<file path="src/common/banked_mem_defines.svh">
////////////////////////////////////////
// Banked scratchpad constants
// Widths, bank geometry and address offsets
////////////////////////////////////////
`ifndef BANKED_MEM_DEFINES_SVH
`define BANKED_MEM_DEFINES_SVH

// Byte address width, shared by the wide and narrow ports
`define BM_ADDR_W 16
// Wide port and bank data widths
`define BM_MEM_DATA_W 128
`define BM_BANK_DATA_W 32
// Addressable unit, one byte
`define BM_WORD_SIZE 8
`define BM_NUM_BANKS 4
// log2 of the wide word in bytes
`define BM_BANK_ADDR_OFFSET 4
`define BM_BANK_DEPTH 64
// Derived strobe and index widths
`define BM_MEM_STRB_W (`BM_MEM_DATA_W / `BM_WORD_SIZE)
`define BM_BANK_STRB_W (`BM_BANK_DATA_W / `BM_WORD_SIZE)
`define BM_ROW_W 6
// Narrow bank select sits at byte address bits 3:2
`define BM_BANK_SEL_LSB 2
`define BM_BANK_SEL_W 2

`endif

</file>
<file path="src/common/banked_mem_pkg.sv">
////////////////////////////////////////
// Banked scratchpad types
// Wide and bank request/response structs
////////////////////////////////////////
`default_nettype none

package banked_mem_pkg;

`include "banked_mem_defines.svh"

    // Wide request payload
    typedef struct packed {
        logic [`BM_ADDR_W-1:0]     addr;
        logic [`BM_MEM_DATA_W-1:0] data;
        logic [`BM_MEM_STRB_W-1:0] strb;
        logic                      write;
    } mem_q_t;

    typedef struct packed {
        logic   q_valid;
        mem_q_t q;
    } mem_req_t;

    // Wide response, no ready on this side
    typedef struct packed {
        logic [`BM_MEM_DATA_W-1:0] data;
        logic                      valid;
    } mem_p_t;

    typedef struct packed {
        logic   q_ready;
        mem_p_t p;
    } mem_rsp_t;

    // Bank side, also used by the narrow port
    typedef struct packed {
        logic [`BM_ADDR_W-1:0]      addr;
        logic [`BM_BANK_DATA_W-1:0] data;
        logic [`BM_BANK_STRB_W-1:0] strb;
        logic                       write;
    } bank_q_t;

    typedef struct packed {
        logic    q_valid;
        bank_q_t q;
    } bank_req_t;

    typedef struct packed {
        logic [`BM_BANK_DATA_W-1:0] data;
        logic                       valid;
    } bank_p_t;

    typedef struct packed {
        logic    q_ready;
        bank_p_t p;
    } bank_rsp_t;

    // Owner of a bank access, one per bank arbiter
    typedef enum logic [1:0] {
        GRANT_NONE,
        GRANT_WIDE,
        GRANT_NARROW
    } grant_e;

endpackage

`default_nettype wire

</file>
<file path="src/rtl/bank_arbiter.sv">
////////////////////////////////////////
// Bank arbiter
// Narrow-first grant with a wide catch-up turn
////////////////////////////////////////
`timescale 1ns/1ps
`default_nettype none

`include "banked_mem_defines.svh"

module bank_arbiter
    import banked_mem_pkg::*;
(
    input  logic                        clk_i,
    input  logic                        rst_i,

    // Wide lane from the splitter
    input  bank_req_t                   wide_req_i,
    output bank_rsp_t                   wide_rsp_o,

    // Narrow port, already decoded to this bank
    input  bank_req_t                   narrow_req_i,
    output bank_rsp_t                   narrow_rsp_o,

    // Bank access
    output bank_q_t                     sram_req_o,
    output logic                        sram_en_o,
    input  logic [`BM_BANK_DATA_W-1:0]  sram_rdata_i
);

    logic   wide_prio_q;
    logic   wide_ready;
    logic   narrow_ready;
    logic   wide_grant;
    logic   narrow_grant;
    grant_e owner_q;

    // Wide lane wins when narrow is idle or when it was held off last cycle
    assign wide_ready   = ~narrow_req_i.q_valid | wide_prio_q;
    // Narrow yields for one cycle after taking the bank
    assign narrow_ready = ~wide_prio_q;

    // At most one of these is high
    assign wide_grant   = wide_req_i.q_valid & wide_ready;
    assign narrow_grant = narrow_req_i.q_valid & narrow_ready;

    assign sram_en_o  = wide_grant | narrow_grant;
    assign sram_req_o = wide_grant ? wide_req_i.q : narrow_req_i.q;

    // Owner and catch-up flag
    always_ff @(posedge clk_i) begin
        if (rst_i) begin
            owner_q     <= GRANT_NONE;
            wide_prio_q <= 1'b0;
        end else begin
            if (wide_grant) begin
                owner_q <= GRANT_WIDE;
            end else if (narrow_grant) begin
                owner_q <= GRANT_NARROW;
            end else begin
                owner_q <= GRANT_NONE;
            end
            // Narrow took the bank, so the wide lane gets the next turn
            wide_prio_q <= narrow_grant;
        end
    end

    // Response goes back only to the side that owned the access
    always_comb begin
        wide_rsp_o.q_ready   = wide_ready;
        wide_rsp_o.p.valid   = (owner_q == GRANT_WIDE);
        wide_rsp_o.p.data    = (owner_q == GRANT_WIDE) ? sram_rdata_i : '0;
        narrow_rsp_o.q_ready = narrow_ready;
        narrow_rsp_o.p.valid = (owner_q == GRANT_NARROW);
        narrow_rsp_o.p.data  = (owner_q == GRANT_NARROW) ? sram_rdata_i : '0;
    end

endmodule

`default_nettype wire

</file>
<file path="config.mk">
export PLATFORM = sky130hd
export DESIGN_NAME = bank_arbiter
export DESIGN_NICKNAME = d
export VERILOG_FILES = /design/src/common/banked_mem_pkg.sv /design/src/rtl/bank_arbiter.sv
export VERILOG_INCLUDE_DIRS = /design/src /design/src/common
export SDC_FILE = /design/constraint.sdc
export NUM_CORES = 1
export LEC_CHECK = 0
export BUFFER_PORTS_ARGS = -buffer_cell sky130_fd_sc_hd__buf_2
export CAP_MARGIN = 0
export CORE_AREA = 2 2 103 105
export CTS_BUF_LIST = sky130_fd_sc_hd__clkbuf_8
export CTS_CLUSTER_DIAMETER = 100
export DETAILED_ROUTE_END_ITERATION = 10
export DIE_AREA = 0 0 105 107
export SLEW_MARGIN = 10
export SYNTH_ARGS = -nofsm -noshare
export SYNTH_HDL_FRONTEND = slang
export SYNTH_SLANG_ARGS = --single-unit
</file>
<file path="constraint.sdc">
create_clock -name clk_i -period 1.2 [get_ports clk_i]
set_clock_uncertainty 0.05 [all_clocks]
set_input_delay 0.12 -clock clk_i [delete_from_list [all_inputs] [get_ports clk_i]]
set_output_delay 0.12 -clock clk_i [all_outputs]
set_load 0.005 [all_outputs]
</file>
Word level (Yosys, flattened, before mapping)
Index checks and enable logic that the tools add are counted.
{"block": "op_classes", "n_eq_ne": 2, "n_mux": 5, "n_bitwise": 6, "reduce_logical": 1}
{"operator": "$mux W32", "n": 2}
{"operator": "$mux W53", "n": 1}
{"operator": "$and A1 B1 Y1", "n": 2}
{"operator": "$eq A2 B1 Y1 const B", "n": 1}
{"operator": "$eq A2 B2 Y1 const B", "n": 1}
{"operator": "$mux W2", "n": 1}
{"operator": "$not A1 Y1", "n": 2}
{"operator": "$or A1 B1 Y1", "n": 2}
{"operator": "$reduce_or A2 Y1", "n": 1}
{"operator": "$mux W1", "n": 1}
{"block": "word_totals", "ff_bits": 3, "inputBits": 142, "output_inout_bits": 122, "word_cells": 17}

Longest topological paths before layout
{"block": "logic_depth", "depth_word": 4, "mapped_depth": 4, "depth_no_buf": 3}

Least setup slack after synthesis
No wires, ideal clock.
{"block": "synth_timing", "path_type": "reg2out", "startpoint": "reg wide_prio_q", "endpoint": "out sram_req_o[10] (netlist name)", "arrival_time_ns": 1.059, "t_required_ns": 1.030, "slack_ns": -0.029, "path_stages_with_launch": 5, "n_path_buf": 1, "cell_sequence": "dfxtp_1 nand2b_4 nand2_4 buf_6 mux2_4"}
{"item": "from (decl)", "line_no": "bank_arbiter.sv:30", "rtl": "logic wide_prio_q;"}
{"item": "from (signal assigned)", "line_no": "bank_arbiter.sv:63", "rtl": "wide_prio_q <= narrow_grant;"}
{"item": "to (decl)", "line_no": "bank_arbiter.sv:25", "rtl": "output bank_q_t sram_req_o,"}

==> results_dict.tcl <==
set metrics [dict create \
    required_ns 1.03 \
    synth_warnings 0 \
    dpl_worst_slack_ns -0.175 \
    die_w_um 105 \
    final_area_mm2 0.00399 \
    min_period_over_period_pct 133 \
    hold_viol_final 0 \
    worstMarginPinSlew_ns 0.130 \
    timing.slew.headroom_pct 91.3 \
    cts_tree "yes" \
    p_comb_share_pct 78.0 \
    seq_power_share_pct 6.2 \
    clockRootBuffer "clkbuf_8" \
    fmax_ghz 0.627 \
    cap_violations 0 \
    drive_above_1_share_pct 98.3 \
    maxSlewViolCount 0 \
    p_sw_uw 534 \
    fp-row-count 37 \
    routabilityCongestion 0.737 \
    setup_slack_ns -0.395 \
    setup_viol 121 \
    path_clk_slew_ns 0.03 \
    htree_levels 1 \
    status "finished, violations left" \
    hold_buffers 0 \
    grt_pass1_wl_mm 10.8 \
    fillCellCount 1005 \
    switching_share_pct 29.6 \
    path_max_fanout 17 \
    vias 2233 \
    track_usage_pct 11.9 \
    gr-total-overflow 0 \
    cp-end-kind "output pin" \
    final_nets 565 \
    clock_path_buffers 2 \
    avgSynthCellArea_um2 9.83 \
    first_pass_iters 4 \
    dp_hpwl_mm 5.59 \
    fin_cells 558 \
    fin_util_pct 39.6 \
    antenna_cells 0 \
    violations "negative setup slack" \
    rsz0062_at_grt "yes" \
    routedWlPerCell_um 14.8 \
    drtAntennaViolNets 0 \
    path_class "flop to output pin" \
    ys_seq_area_share_pct 4.30 \
    start_util_pct 13.8 \
    pwr_density_cell_mw_per_mm2 451 \
    clkPwrFrac_pct 15.8 \
    via_per_inst 4.00 \
    irDropWorstVdd_mv 0.238 \
    syn_area_mm2 0.00140 \
    finalPower_mw 1.80 \
    clock-sinks 3 \
    internal_power_mw 1.27 \
    port-buffer-count 263 \
    period_minus_slack_ns 1.59 \
    antenna_found_initial 0 \
    grt_max_degree 18 \
    power.leakage_nw 2.25 \
    syn_inst 142 \
    post-route-drc-count 0 \
    core_area_mm2 0.0101 \
    setup_tns_ns -30.84 \
    die-area_mm2 0.0112 \
    post_dp_cell_area_mm2 0.00294 \
    holdCritPathClass "input pin to flop" \
    ys_seq_elements 3 \
    cts_made_buffers 3 \
    synth_nets 284 \
    yosysUniqueCellTypes 14 \
    die_h_um 107 \
    placed_cells 540 \
    wirelength_mm 8.25 \
    critPathArrivalTime_ns 1.42 \
    hold_slack_ns 0.0352 \
    area_growth_syn_to_layout_pct 186 \
    clk_latency_ns 0.22 \
    ios 264 \
    grt_pass1_vias 2211 \
    critPathLaunchType "flop" \
    dr.first_iter.drc_count 64 \
]
[cell families (layout without fill, tap and decap cells)]
kind of cell           Yosys count  count (layout)  share of synthesized area (%)
flip-flops                       3               3                           4.30
buffers and inverters           14             294                           7.17
multiplexers                    53              53                           55.9
AND/OR/NAND/NOR                 72              72                           32.6
[path summary, 6_finish.rpt]
kind	start	endpoint	slack (ns)	depth (start not counted)
setup / recovery	wide_prio_q$_SDFF_PP0_	sram_req_o[29]	-0.39	5
hold reg to reg	wide_prio_q$_SDFF_PP0_	owner_q[1]$_SDFF_PP0_	0.70	4
setup reg to reg	wide_prio_q$_SDFF_PP0_	owner_q[0]$_SDFF_PP0_	0.26	4
hold / removal	rst_i	owner_q[1]$_SDFF_PP0_	0.04	2
[flip-flops by register name (all words and copies together), names as in the netlist]
signal / cells
owner_q: 2
wide_prio_q: 1
[routing by layer]
| layer | up-vias | global-route usage [%] | wire [µm] |
|---|---|---|---|
| li1 | 1030 | - | - |
| met1 | 1019 | 10.8 | 2530 |
| met2 | 172 | 25.6 | 4730 |
| met3 | 12 | 2.98 | 821 |
| met4 | 0 | 2.76 | 167 |
| met5 | - | 0 | 0 |
[layout make-up]
cell class | instances | area (µm²) | share of cell area [%]
clock buffer | 3 | 41.3 | 1.03
clock inverter | 1 | 3.75 | 0.0940
inverter | 1 | 3.75 | 0.0940
multi-input combinational | 125 | 1420 | 35.6
sequential | 3 | 63.8 | 1.60
tap | 136 | 170 | 4.26
timing repair buffer | 289 | 2290 | 57.3
[synth_stat cells, drive strengths merged]
library cell | instances | area, µm²
clkbuf | 4 | 15.0
dfxtp | 3 | 60.1
nand2b | 2 | 20.0
inv | 1 | 3.75
nor2b | 2 | 12.5
nand2 | 1 | 11.3
buf | 9 | 81.3
nor2 | 3 | 11.3
and2 | 64 | 400
mux2 | 53 | 781
[critical path, cell delays in order, from the launching register on]
cell and delay, ns:
dfxtp_2 0.31, nand2b_4 0.16, nand2_8 0.11, buf_12 0.18, mux2_4 0.32, buf_6 0.12
[timing repair]
action | 4_1_cts | 5_1_grt
pin swaps | 30 | 40
buffers inserted | 7 | 7
setup endpoints to repair | 120 | 120
gates cloned | 7 | 1
gates resized for setup | 68 | 125
[power by group through the flow]
stage | Sequential [mW] | Clock [mW] | Combinational, mW
after CTS | 0.111 | 0.293 | 1.20
final | 0.112 | 0.285 | 1.41
after detailed placement | 0.110 | 0 | 0.990
after global routing | 0.112 | 0.306 | 1.49
after floorplan | 0.109 | 0 | 0.477
after global placement | 0.109 | 0 | 0.971
[layout by cell type (no fill, tap or decap)]
master     netlist  routed
dfxtp_2          0       3
mux2_4          49      49
mux2_2           4       4
buf_2            2     165
inv_1            1       2
clkbuf_8         0       3
nor2_1           3       3
buf_8            0       6
buf_16           0       1
and2_4           0      62
and2_1          64       2
buf_4            2       8
nand2b_4         1       2
buf_12           0       5
clkbuf_16        0       1
nand2_8          0       1
buf_6            5     103
nor2b_4          0       2
Power figures use the tool's default switching activity.
