==> config.mk <==
export PLATFORM = sky130hd
export DESIGN_NAME = wide_to_narrow_splitter
export DESIGN_NICKNAME = d
export VERILOG_FILES = /design/src/common/banked_mem_pkg.sv /design/src/rtl/wide_to_narrow_splitter.sv
export VERILOG_INCLUDE_DIRS = /design/src /design/src/common
export SDC_FILE = /design/constraint.sdc
export NUM_CORES = 1
export LEC_CHECK = 0
export BUFFER_PORTS_ARGS = -buffer_cell sky130_fd_sc_hd__buf_2
export CAP_MARGIN = 20
export CELL_PAD_IN_SITES_DETAIL_PLACEMENT = 0
export CELL_PAD_IN_SITES_GLOBAL_PLACEMENT = 1
export CORE_AREA = 5 5 246 248
export DETAILED_ROUTE_END_ITERATION = 8
export DIE_AREA = 0 0 251 253
export MAX_ROUTING_LAYER = met4
export PLACE_DENSITY_LB_ADDON = 0.3
export SETUP_SLACK_MARGIN = 0.2
export SYNTH_ARGS = -nofsm -noshare
export SYNTH_HDL_FRONTEND = slang
export SYNTH_SLANG_ARGS = --single-unit
==> constraint.sdc <==
create_clock -name vclk -period 1.7
set_input_delay 0.255 -clock vclk [all_inputs]
set_output_delay 0.255 -clock vclk [all_outputs]
set_load 0.1 [all_outputs]
==> src/common/banked_mem_defines.svh <==
////////////////////////////////////////
// Banked scratchpad constants
// Widths, bank geometry and address offsets
////////////////////////////////////////
`ifndef BANKED_MEM_DEFINES_SVH
`define BANKED_MEM_DEFINES_SVH

// Byte address width, shared by the wide and narrow ports
`define BM_ADDR_W 16
// Wide port and bank data widths
`define BM_MEM_DATA_W 128
`define BM_BANK_DATA_W 32
// Addressable unit, one byte
`define BM_WORD_SIZE 8
`define BM_NUM_BANKS 4
// log2 of the wide word in bytes
`define BM_BANK_ADDR_OFFSET 4
`define BM_BANK_DEPTH 64
// Derived strobe and index widths
`define BM_MEM_STRB_W (`BM_MEM_DATA_W / `BM_WORD_SIZE)
`define BM_BANK_STRB_W (`BM_BANK_DATA_W / `BM_WORD_SIZE)
`define BM_ROW_W 6
// Narrow bank select sits at byte address bits 3:2
`define BM_BANK_SEL_LSB 2
`define BM_BANK_SEL_W 2

`endif

==> src/common/banked_mem_pkg.sv <==
////////////////////////////////////////
// Banked scratchpad types
// Wide and bank request/response structs
////////////////////////////////////////
`default_nettype none

package banked_mem_pkg;

`include "banked_mem_defines.svh"

    // Wide request payload
    typedef struct packed {
        logic [`BM_ADDR_W-1:0]     addr;
        logic [`BM_MEM_DATA_W-1:0] data;
        logic [`BM_MEM_STRB_W-1:0] strb;
        logic                      write;
    } mem_q_t;

    typedef struct packed {
        logic   q_valid;
        mem_q_t q;
    } mem_req_t;

    // Wide response, no ready on this side
    typedef struct packed {
        logic [`BM_MEM_DATA_W-1:0] data;
        logic                      valid;
    } mem_p_t;

    typedef struct packed {
        logic   q_ready;
        mem_p_t p;
    } mem_rsp_t;

    // Bank side, also used by the narrow port
    typedef struct packed {
        logic [`BM_ADDR_W-1:0]      addr;
        logic [`BM_BANK_DATA_W-1:0] data;
        logic [`BM_BANK_STRB_W-1:0] strb;
        logic                       write;
    } bank_q_t;

    typedef struct packed {
        logic    q_valid;
        bank_q_t q;
    } bank_req_t;

    typedef struct packed {
        logic [`BM_BANK_DATA_W-1:0] data;
        logic                       valid;
    } bank_p_t;

    typedef struct packed {
        logic    q_ready;
        bank_p_t p;
    } bank_rsp_t;

    // Owner of a bank access, one per bank arbiter
    typedef enum logic [1:0] {
        GRANT_NONE,
        GRANT_WIDE,
        GRANT_NARROW
    } grant_e;

endpackage

`default_nettype wire

==> src/rtl/wide_to_narrow_splitter.sv <==
////////////////////////////////////////
// Wide to narrow splitter
// One wide request into four bank lanes
////////////////////////////////////////
`timescale 1ns/1ps
`default_nettype none

`include "banked_mem_defines.svh"

module wide_to_narrow_splitter
    import banked_mem_pkg::*;
(
    // Split and merge are combinational; clock and reset are unused
    input  logic                            clk_i,
    input  logic                            rst_i,

    // Wide side
    input  mem_req_t                        mem_req_i,
    output mem_rsp_t                        mem_rsp_o,

    // One lane per bank
    output bank_req_t [`BM_NUM_BANKS-1:0]   bank_req_o,
    input  bank_rsp_t [`BM_NUM_BANKS-1:0]   bank_rsp_i
);

    localparam int unsigned NumBanks   = `BM_NUM_BANKS;
    localparam int unsigned LaneW      = `BM_BANK_DATA_W;
    localparam int unsigned LaneStrbW  = `BM_BANK_STRB_W;
    // Byte stride between consecutive bank addresses
    localparam int unsigned LaneStride = 1 << `BM_BANK_ADDR_OFFSET;

    logic [NumBanks-1:0] lane_ready;
    logic [NumBanks-1:0] lane_valid;
    logic                all_ready;

    // Gather per-bank handshake bits
    for (genvar i = 0; i < NumBanks; i++) begin : gen_collect
        assign lane_ready[i] = bank_rsp_i[i].q_ready;
        assign lane_valid[i] = bank_rsp_i[i].p.valid;
    end

    // A wide request goes out only when every bank can take its lane
    assign all_ready = &lane_ready;

    for (genvar i = 0; i < NumBanks; i++) begin : gen_split_req
        // Valid gated so a wide access is never taken in part
        assign bank_req_o[i].q_valid = mem_req_i.q_valid & all_ready;
        // Lane i sits i wide words above the base address
        assign bank_req_o[i].q.addr  = mem_req_i.q.addr
                                     + `BM_ADDR_W'(i * LaneStride);
        assign bank_req_o[i].q.data  = mem_req_i.q.data[i*LaneW +: LaneW];
        assign bank_req_o[i].q.strb  = mem_req_i.q.strb[i*LaneStrbW +: LaneStrbW];
        assign bank_req_o[i].q.write = mem_req_i.q.write;
    end

    // Merge lane read data back into the wide word
    for (genvar i = 0; i < NumBanks; i++) begin : gen_merge_rsp
        assign mem_rsp_o.p.data[i*LaneW +: LaneW] = bank_rsp_i[i].p.data;
    end

    // Lanes respond in lockstep, so AND is enough
    assign mem_rsp_o.p.valid = &lane_valid;
    assign mem_rsp_o.q_ready = all_ready;

endmodule

`default_nettype wire

# Yosys cells after proc, flatten, opt, wreduce, memory -nomap -nowiden
# Cells that the tools add are included.
# W data, S select, Z words.
# totals
reg_bits,0
output_inout_bits,346
# op_classes
bitwise_logic,1
n_addsub,3
reduce_logical,2
# op_table
cell,n
$add A16 B6 Y16 const B,2
$add A16 B5 Y16 const B,1
$reduce_and A4 Y1,2
$and A1 B1 Y1,1

# Depth between registers and ports, before layout
# Gate-level depths: netlist of the first run.
# depth
depth_word,2
mapped_depth,5

# Worst setup path before layout of the first run
# Ideal clock, no wire load.
# synth_path
path_type,input-to-output
start,in mem_req_i[150] in the netlist's numbering
end,out bank_req_o[214] in the netlist's numbering
path_buffers,0
stages,5
setup_slack_ps,-1585
arrival_ps,3030
cell_sequence,inv_1 > ha_1 > a21oi_1 > nor4_2 > xor2_1
# synth_rtl
item,line_no,source
start: declaration,wide_to_narrow_splitter.sv:18,"input mem_req_t mem_req_i,"
end: declaration,wide_to_narrow_splitter.sv:22,"output bank_req_t [`BM_NUM_BANKS-1:0] bank_req_o,"

==> run summary, run 1 <==
Vias in the first global route -> 1802
Maximum fanout along the worst path -> 5
Sequential share of the synthesized area -> 0%
Area enclosed by the die boundary -> 63500 µm²
Number of nets at the end of the flow -> 515
Reported net switching power -> 886 µW
Post-synthesis to final-layout area growth -> 40.5%
Worst slack at placement -> -0.165 ns
Syn Inst Count -> 390
Required time of the worst setup path -> 1.44 ns
Footprint of the flip-flops and latches -> 0 µm²
Pin slew with the least headroom to its limit -> 0.508 ns
Vias per inst -> 1.59
Layout clock buffer count -> 0
Die Y -> 253 µm
Setup repair after global routing missed its margin -> true
Initial DRC Count -> 32
Kind of start point of the critical path -> input pin
Sum of net half-perimeters after detailed placement -> 17700 µm
Initial standard-cell utilization of the core -> 4.98%
Critical path class -> input pin to output pin
Most numerous cell in the Yosys netlist -> sky130_fd_sc_hd__buf_4
1st-pass router iterations -> 4
Metal1 wirelength -> 3810 µm
Number of flip-flops and latches -> 0
Floorplan die width -> 251 µm
Arrival time at the worst endpoint -> 1.49 ns
Most numerous cell types in the synthesized netlist -> sky130_fd_sc_hd__buf_4, sky130_fd_sc_hd__xor2_1, sky130_fd_sc_hd__xnor2_1
Sum of met3 wire segment lengths after detailed routing -> 5630 µm
Overflow left after global routing -> 0
Input/output buffers -> 75
Seq pwr share -> 0%
Clock network power share -> 0%
First-pass GRT wire length -> 22600 µm
Critical path endpoint -> bank_req_o[213]
DR WL/cell -> 19.0 µm
Final min period -> 1.74 ns
Leakage power summed over all cells -> 1.35 nW
Pins Over Slew Limit -> 0
Gr usage total -> 5.61%
Setup crit start -> mem_req_i[155]
Worst ir drop on vdd -> 0.188 mV
Worst Slack Setup Final -> -0.0407 ns
Hold WC Path Type -> input pin to output pin
Slew headroom -> 66.4%
Final Hold Violating Endpoints -> 0
Cell accounting for the most synthesized area -> sky130_fd_sc_hd__buf_4
Detailed Route WL -> 18700 µm
Share of post-route cells with drive strength above 1 -> 97.1%
Violations in the final reports -> setup timing
Final RePlAce weighted congestion -> 0.628
Placement row count -> 89
Routed met2 length -> 8350 µm
Period utilization -> 102%
Mapped cell area -> 2900 µm²
Crit. End Element -> output pin
Antenna diode count -> 0
Power per standard cell area -> 346 nW/µm²
Run status -> finished with violations
Final Non-Filler Cells -> 982
Setup-failing EPs final -> 4
Antenna-violating nets left -> 0
Number of warnings printed during yosys synthesis -> 0
Number of antenna violations at the first check in global routing -> 0
Nets in the synthesized netlist -> 694
Max-cap violations -> 0
Core footprint -> 58200 µm²
Average size of a mapped cell -> 7.43 µm²
Detailed-route DRC error count -> 0
Post-Place Cell Area -> 3700 µm²
Cell area after layout -> 4070 µm²
Maximum clock frequency -> 574 MHz
Share of the core filled with cells in the final layout -> 6.99%
Detailed-route via count -> 1559
Cells on Worst Hold Path -> 0
Number of I/O pins -> 646
Share of the synthesized area in the top cell type -> 80.3%
Cell-internal power -> 523 µW
Inst Count DP -> 967
Largest cells by area after synthesis -> sky130_fd_sc_hd__buf_4, sky130_fd_sc_hd__xor2_1, sky130_fd_sc_hd__xnor2_1
Uppermost layer routed -> met4
Total of fill cells in the finished design -> 6753
Sw Ratio -> 62.9%
Combinational share of power -> 100.0%
Largest net degree at the start of global routing -> 8
Number of distinct library cell variants in the gate-level netlist after synthesis -> 19
cell type report:
type / instances / area [µm²] / area share [%]
inverter: 4 / 30.0 / 0.738
multi-input combinational: 70 / 1340 / 32.9
tap: 773 / 967 / 23.8
timing repair buffer: 135 / 1740 / 42.6
worst max-delay path: stages:
cell and delay, ns:
sky130_fd_sc_hd__buf_8 0.08, sky130_fd_sc_hd__nand4_4 0.21, sky130_fd_sc_hd__buf_6 0.19, sky130_fd_sc_hd__nor4_4 0.23, sky130_fd_sc_hd__buf_4 0.17, sky130_fd_sc_hd__xor2_4 0.16, sky130_fd_sc_hd__buf_12 0.19
cells by family (layout without fill, tap and decap cells):
logic type                 Yosys count  in the layout  synth area share [%]
xor gates and xnor gates            29             29                  8.76
AOI/OAI and AO/OA                    1              1                 0.173
and+or+nand+nor                     36             36                  7.51
adders and majority gates            4              4                  1.73
buffers and inverters              320            139                  81.8
cells in the final DEF (no fill, tap or decap):
cell type and instances:
sky130_fd_sc_hd__buf_12 49, sky130_fd_sc_hd__buf_4 30, sky130_fd_sc_hd__buf_6 27, sky130_fd_sc_hd__buf_2 21, sky130_fd_sc_hd__xor2_4 18, sky130_fd_sc_hd__xnor2_4 10
sky130_fd_sc_hd__nor3_4 8, sky130_fd_sc_hd__buf_8 8, sky130_fd_sc_hd__nor2_4 7, sky130_fd_sc_hd__clkinvlp_4 4, sky130_fd_sc_hd__nand2_2 4, sky130_fd_sc_hd__ha_4 4
sky130_fd_sc_hd__nand3_4 3, sky130_fd_sc_hd__nand2_1 2, sky130_fd_sc_hd__nand4_1 2, sky130_fd_sc_hd__nand2_4 2, sky130_fd_sc_hd__and4_1 2, sky130_fd_sc_hd__a21oi_4 1
sky130_fd_sc_hd__nand4_4 1, sky130_fd_sc_hd__nor4_2 1, sky130_fd_sc_hd__nor4_4 1, sky130_fd_sc_hd__and4_4 1, sky130_fd_sc_hd__xor2_2 1, sky130_fd_sc_hd__nand2b_4 1
sky130_fd_sc_hd__and2_4 1
layer usage:
layer | track usage [%] | vias up
li1 | - | 524
met3 | 7.37 | 118
met5 | - | -
met1 | 3.53 | 587
met2 | 8.63 | 330
met4 | 2.07 | 0
worst min path at each step:
stage / slack, ns / start / to
floorplan: 0.71 / mem_req_i[157] / bank_req_o[103]
global route: 0.51 / mem_req_i[94] / bank_req_o[126]
CTS: 0.51 / mem_req_i[88] / bank_req_o[120]
detailed placement: 0.51 / mem_req_i[88] / bank_req_o[120]
global placement: 0.51 / mem_req_i[88] / bank_req_o[120]
finish: 0.51 / mem_req_i[43] / bank_req_o[31]
repair_timing:
action | in CTS | in global routing
pin swaps | 34 | 11
setup endpoints to repair | 28 | 26
setup buffers | 14 | 1
hold buffers | 0 | 0
resized for setup | 53 | 8
power groups by stage:
stage,registers [mW],logic [mW],clock network (mW)
CTS,0,1.42,0
detailed placement,0,1.34,0
global route,0,1.46,0
floorplan,0,4.11,0
global placement,0,1.34,0
finish,0,1.41,0
stage by stage:
stage	TNS (ns)	power, mW	hold slack [ns]
final	-0.0506	1.41	0.510
after global routing	-0.482	1.46	0.510
after global placement	-1.30	1.34	0.511
after CTS	-0.127	1.42	0.511
after floorplan	-6.61	4.11	0.706
after detailed placement	-1.40	1.34	0.511
(Power assumes the default switching activity.)
==> inputs of run 2 (changes only) <==
--- a/config.mk
+++ b/config.mk
@@ -14,7 +14,7 @@
 export DETAILED_ROUTE_END_ITERATION = 8
 export DIE_AREA = 0 0 251 253
 export MAX_ROUTING_LAYER = met4
-export PLACE_DENSITY_LB_ADDON = 0.3
+export PLACE_DENSITY = 0.41
 export SETUP_SLACK_MARGIN = 0.2
 export SYNTH_ARGS = -nofsm -noshare
 export SYNTH_HDL_FRONTEND = slang
==> run 2 against run 1 <==
Against the previous run:
- the flow now finishes without violations
- final area down 3.8%
- via count rose by 1.9%
- first-iteration DRC count decreased by 34%
- sequential share of layout area unchanged
- utilization down 0.27 points
- maximum frequency increased by 2.9%
- highest routed layer unchanged
==> run summary, run 2 (synthesized netlist as in run 1, its figures left out) <==
Max-cap violations -> 0 (unchanged)
Antenna-violating nets left -> 0 (unchanged)
Maximum fanout along the worst path -> 5 (unchanged)
Gr usage total -> 5.43% (-0.18 points)
Number of I/O pins -> 646 (unchanged)
Die Y -> 253 µm (unchanged)
Setup TNS Final -> 0 ns (+0.0506 ns)
Final RePlAce weighted congestion -> 0.691 (+10%)
Setup repair after global routing missed its margin -> true
Core footprint -> 58200 µm² (unchanged)
Run status -> finished, final reports clean
Combinational share of power -> 100.0% (about the same)
Required time of the worst setup path -> 1.44 ns (about the same)
Layout clock buffer count -> 0 (unchanged)
Post-Place Cell Area -> 3560 µm² (-3.8%)
Number of flip-flops and latches -> 0 (unchanged)
Most common cell after layout, fill and taps aside -> sky130_fd_sc_hd__buf_12
CP max stage cell -> sky130_fd_sc_hd__a21oi_4
Top library cells by usage in the layout, fill and taps aside -> sky130_fd_sc_hd__buf_12, sky130_fd_sc_hd__buf_4, sky130_fd_sc_hd__buf_2
Vias per inst -> 1.62 (+2.3%)
1st-pass router iterations -> 3 (-1)
Worst ir drop on vdd -> 0.275 mV (+46%)
Final Hold Violating Endpoints -> 0 (unchanged)
Kind of start point of the critical path -> input pin
First-pass GRT wire length -> 22100 µm (-2.1%)
Leakage power summed over all cells -> 1.31 nW (-3.2%)
Placement row count -> 89 (unchanged)
Initial standard-cell utilization of the core -> 4.98% (unchanged)
Critical path class -> input pin to output pin
Number of antenna violations at the first check in global routing -> 0 (unchanged)
Power per standard cell area -> 352 nW/µm² (+1.7%)
Pin slew with the least headroom to its limit -> 0.504 ns (-0.00406 ns)
Worst path max stage delay -> 0.22 ns (about the same)
Maximum clock frequency -> 591 MHz (+2.9%)
Number of nets at the end of the flow -> 511 (-0.78%)
Sw Ratio -> 63.5% (+0.60 points)
Share of post-route cells with drive strength above 1 -> 96.6% (-0.54 points)
Initial DRC Count -> 21 (-34%)
Clock network power share -> 0% (unchanged)
Reported net switching power -> 876 µW (-1.2%)
Overflow left after global routing -> 0 (unchanged)
Detailed Route WL -> 18300 µm (-2.1%)
Period utilization -> 99.5% (-2.9 points)
Detailed-route via count -> 1589 (+1.9%)
Seq pwr share -> 0% (unchanged)
Total of fill cells in the finished design -> 6743 (-0.15%)
Worst slack on hold paths -> 0.510 ns (+0.00000500 ns)
Setup-failing EPs final -> 0 (-4)
Crit. End Element -> output pin
Pins Over Slew Limit -> 0 (unchanged)
Vias in the first global route -> 1845 (+2.4%)
Sequence of cells on the critical path -> buf_8 -> clkinvlp_4 -> ha_4 -> a21oi_4 -> nor4_2 -> buf_4 -> xor2_4 -> buf_12
Largest net degree at the start of global routing -> 8 (unchanged)
Detailed-route DRC error count -> 0 (unchanged)
Hold WC Path Type -> input pin to output pin
Sum of net half-perimeters after detailed placement -> 17100 µm (-3.8%)
Final Non-Filler Cells -> 978 (-0.41%)
Input/output buffers -> 75 (unchanged)
Floorplan die width -> 251 µm (unchanged)
Post-synthesis to final-layout area growth -> 35.1%
Arrival time at the worst endpoint -> 1.44 ns (-0.05 ns)
Number of hold buffers added after CTS -> 0 (unchanged)
Final min period -> 1.69 ns (-0.0496 ns)
Cell-internal power -> 503 µW (-3.7%)
Footprint of the flip-flops and latches -> 0 µm² (unchanged)
Area enclosed by the die boundary -> 63500 µm² (unchanged)
Slew headroom -> 66.6% (+0.27 points)
Cell area after layout -> 3920 µm² (-3.8%)
Cells on Worst Hold Path -> 0 (unchanged)
DR WL/cell -> 18.7 µm (-1.7%)
Inst Count DP -> 964 (-0.31%)
Antenna diode count -> 0 (unchanged)
[run 2: cell types whose count changed in the layout (fill, tap and decap cells not counted), moves of 2 or more]
cell	delta
sky130_fd_sc_hd__buf_12	-5
sky130_fd_sc_hd__buf_2	+7
sky130_fd_sc_hd__buf_4	+3
sky130_fd_sc_hd__buf_6	-7
sky130_fd_sc_hd__buf_8	-2
sky130_fd_sc_hd__nand2_2	-3
sky130_fd_sc_hd__nand2_4	+2
[run 2: final cells by class]
type	instances	area, µm²	share of cell area [%]
Inverter	4	30.0	0.767
Multi-Input combinational cell	70	1340	34.1
Tap cell	773	967	24.7
Timing Repair Buffer	131	1580	40.4
[run 2: worst max-delay path, delay by kind of cell]
| kind | cells | cell delay [ns] |
|---|---|---|
| simple gates | 1 | 0.06 |
| xor+xnor | 1 | 0.15 |
| buf+inv | 4 | 0.56 |
| compound gates | 1 | 0.22 |
| fa+ha+maj | 1 | 0.19 |
[run 2: final timing paths]
check / endpoint / slack (ns) / start
setup / recovery: bank_req_o[214] / 0.009 / mem_req_i[150]
hold / removal: bank_req_o[134] / 0.51 / mem_req_i[102]
[run 2: layer usage]
layer,track usage (%),share of wire [%]
met2,8.26,44
met3,7.54,31
met5,-,0
met1,3.10,19
met4,2.42,5.7
[run 2: power groups by stage]
stage | clock, mW | sequential [mW] | combinational (mW)
after global routing | 0 | 0 | 1.42
after global placement | 0 | 0 | 1.31
after detailed placement | 0 | 0 | 1.31
after CTS | 0 | 0 | 1.39
after floorplan | 0 | 0 | 4.11
final | 0 | 0 | 1.38
[run 2: through the flow]
stage	util, %	power (mW)	setup slack [ns]
after floorplan	-	4.11	-0.555
after global placement	6.11	1.31	-0.150
final	6.72	1.38	0.00893
after CTS	6.66	1.39	-0.0483
after detailed placement	6.11	1.31	-0.179
after global routing	6.72	1.42	-0.0658
[run 2: what timing repair did]
action                     in CTS  in global routing
gates cloned                    0                  0
buffers inserted               11                  3
setup endpoints to repair      29                 28
gates resized for setup        54                  4
pin swaps                      30                 15
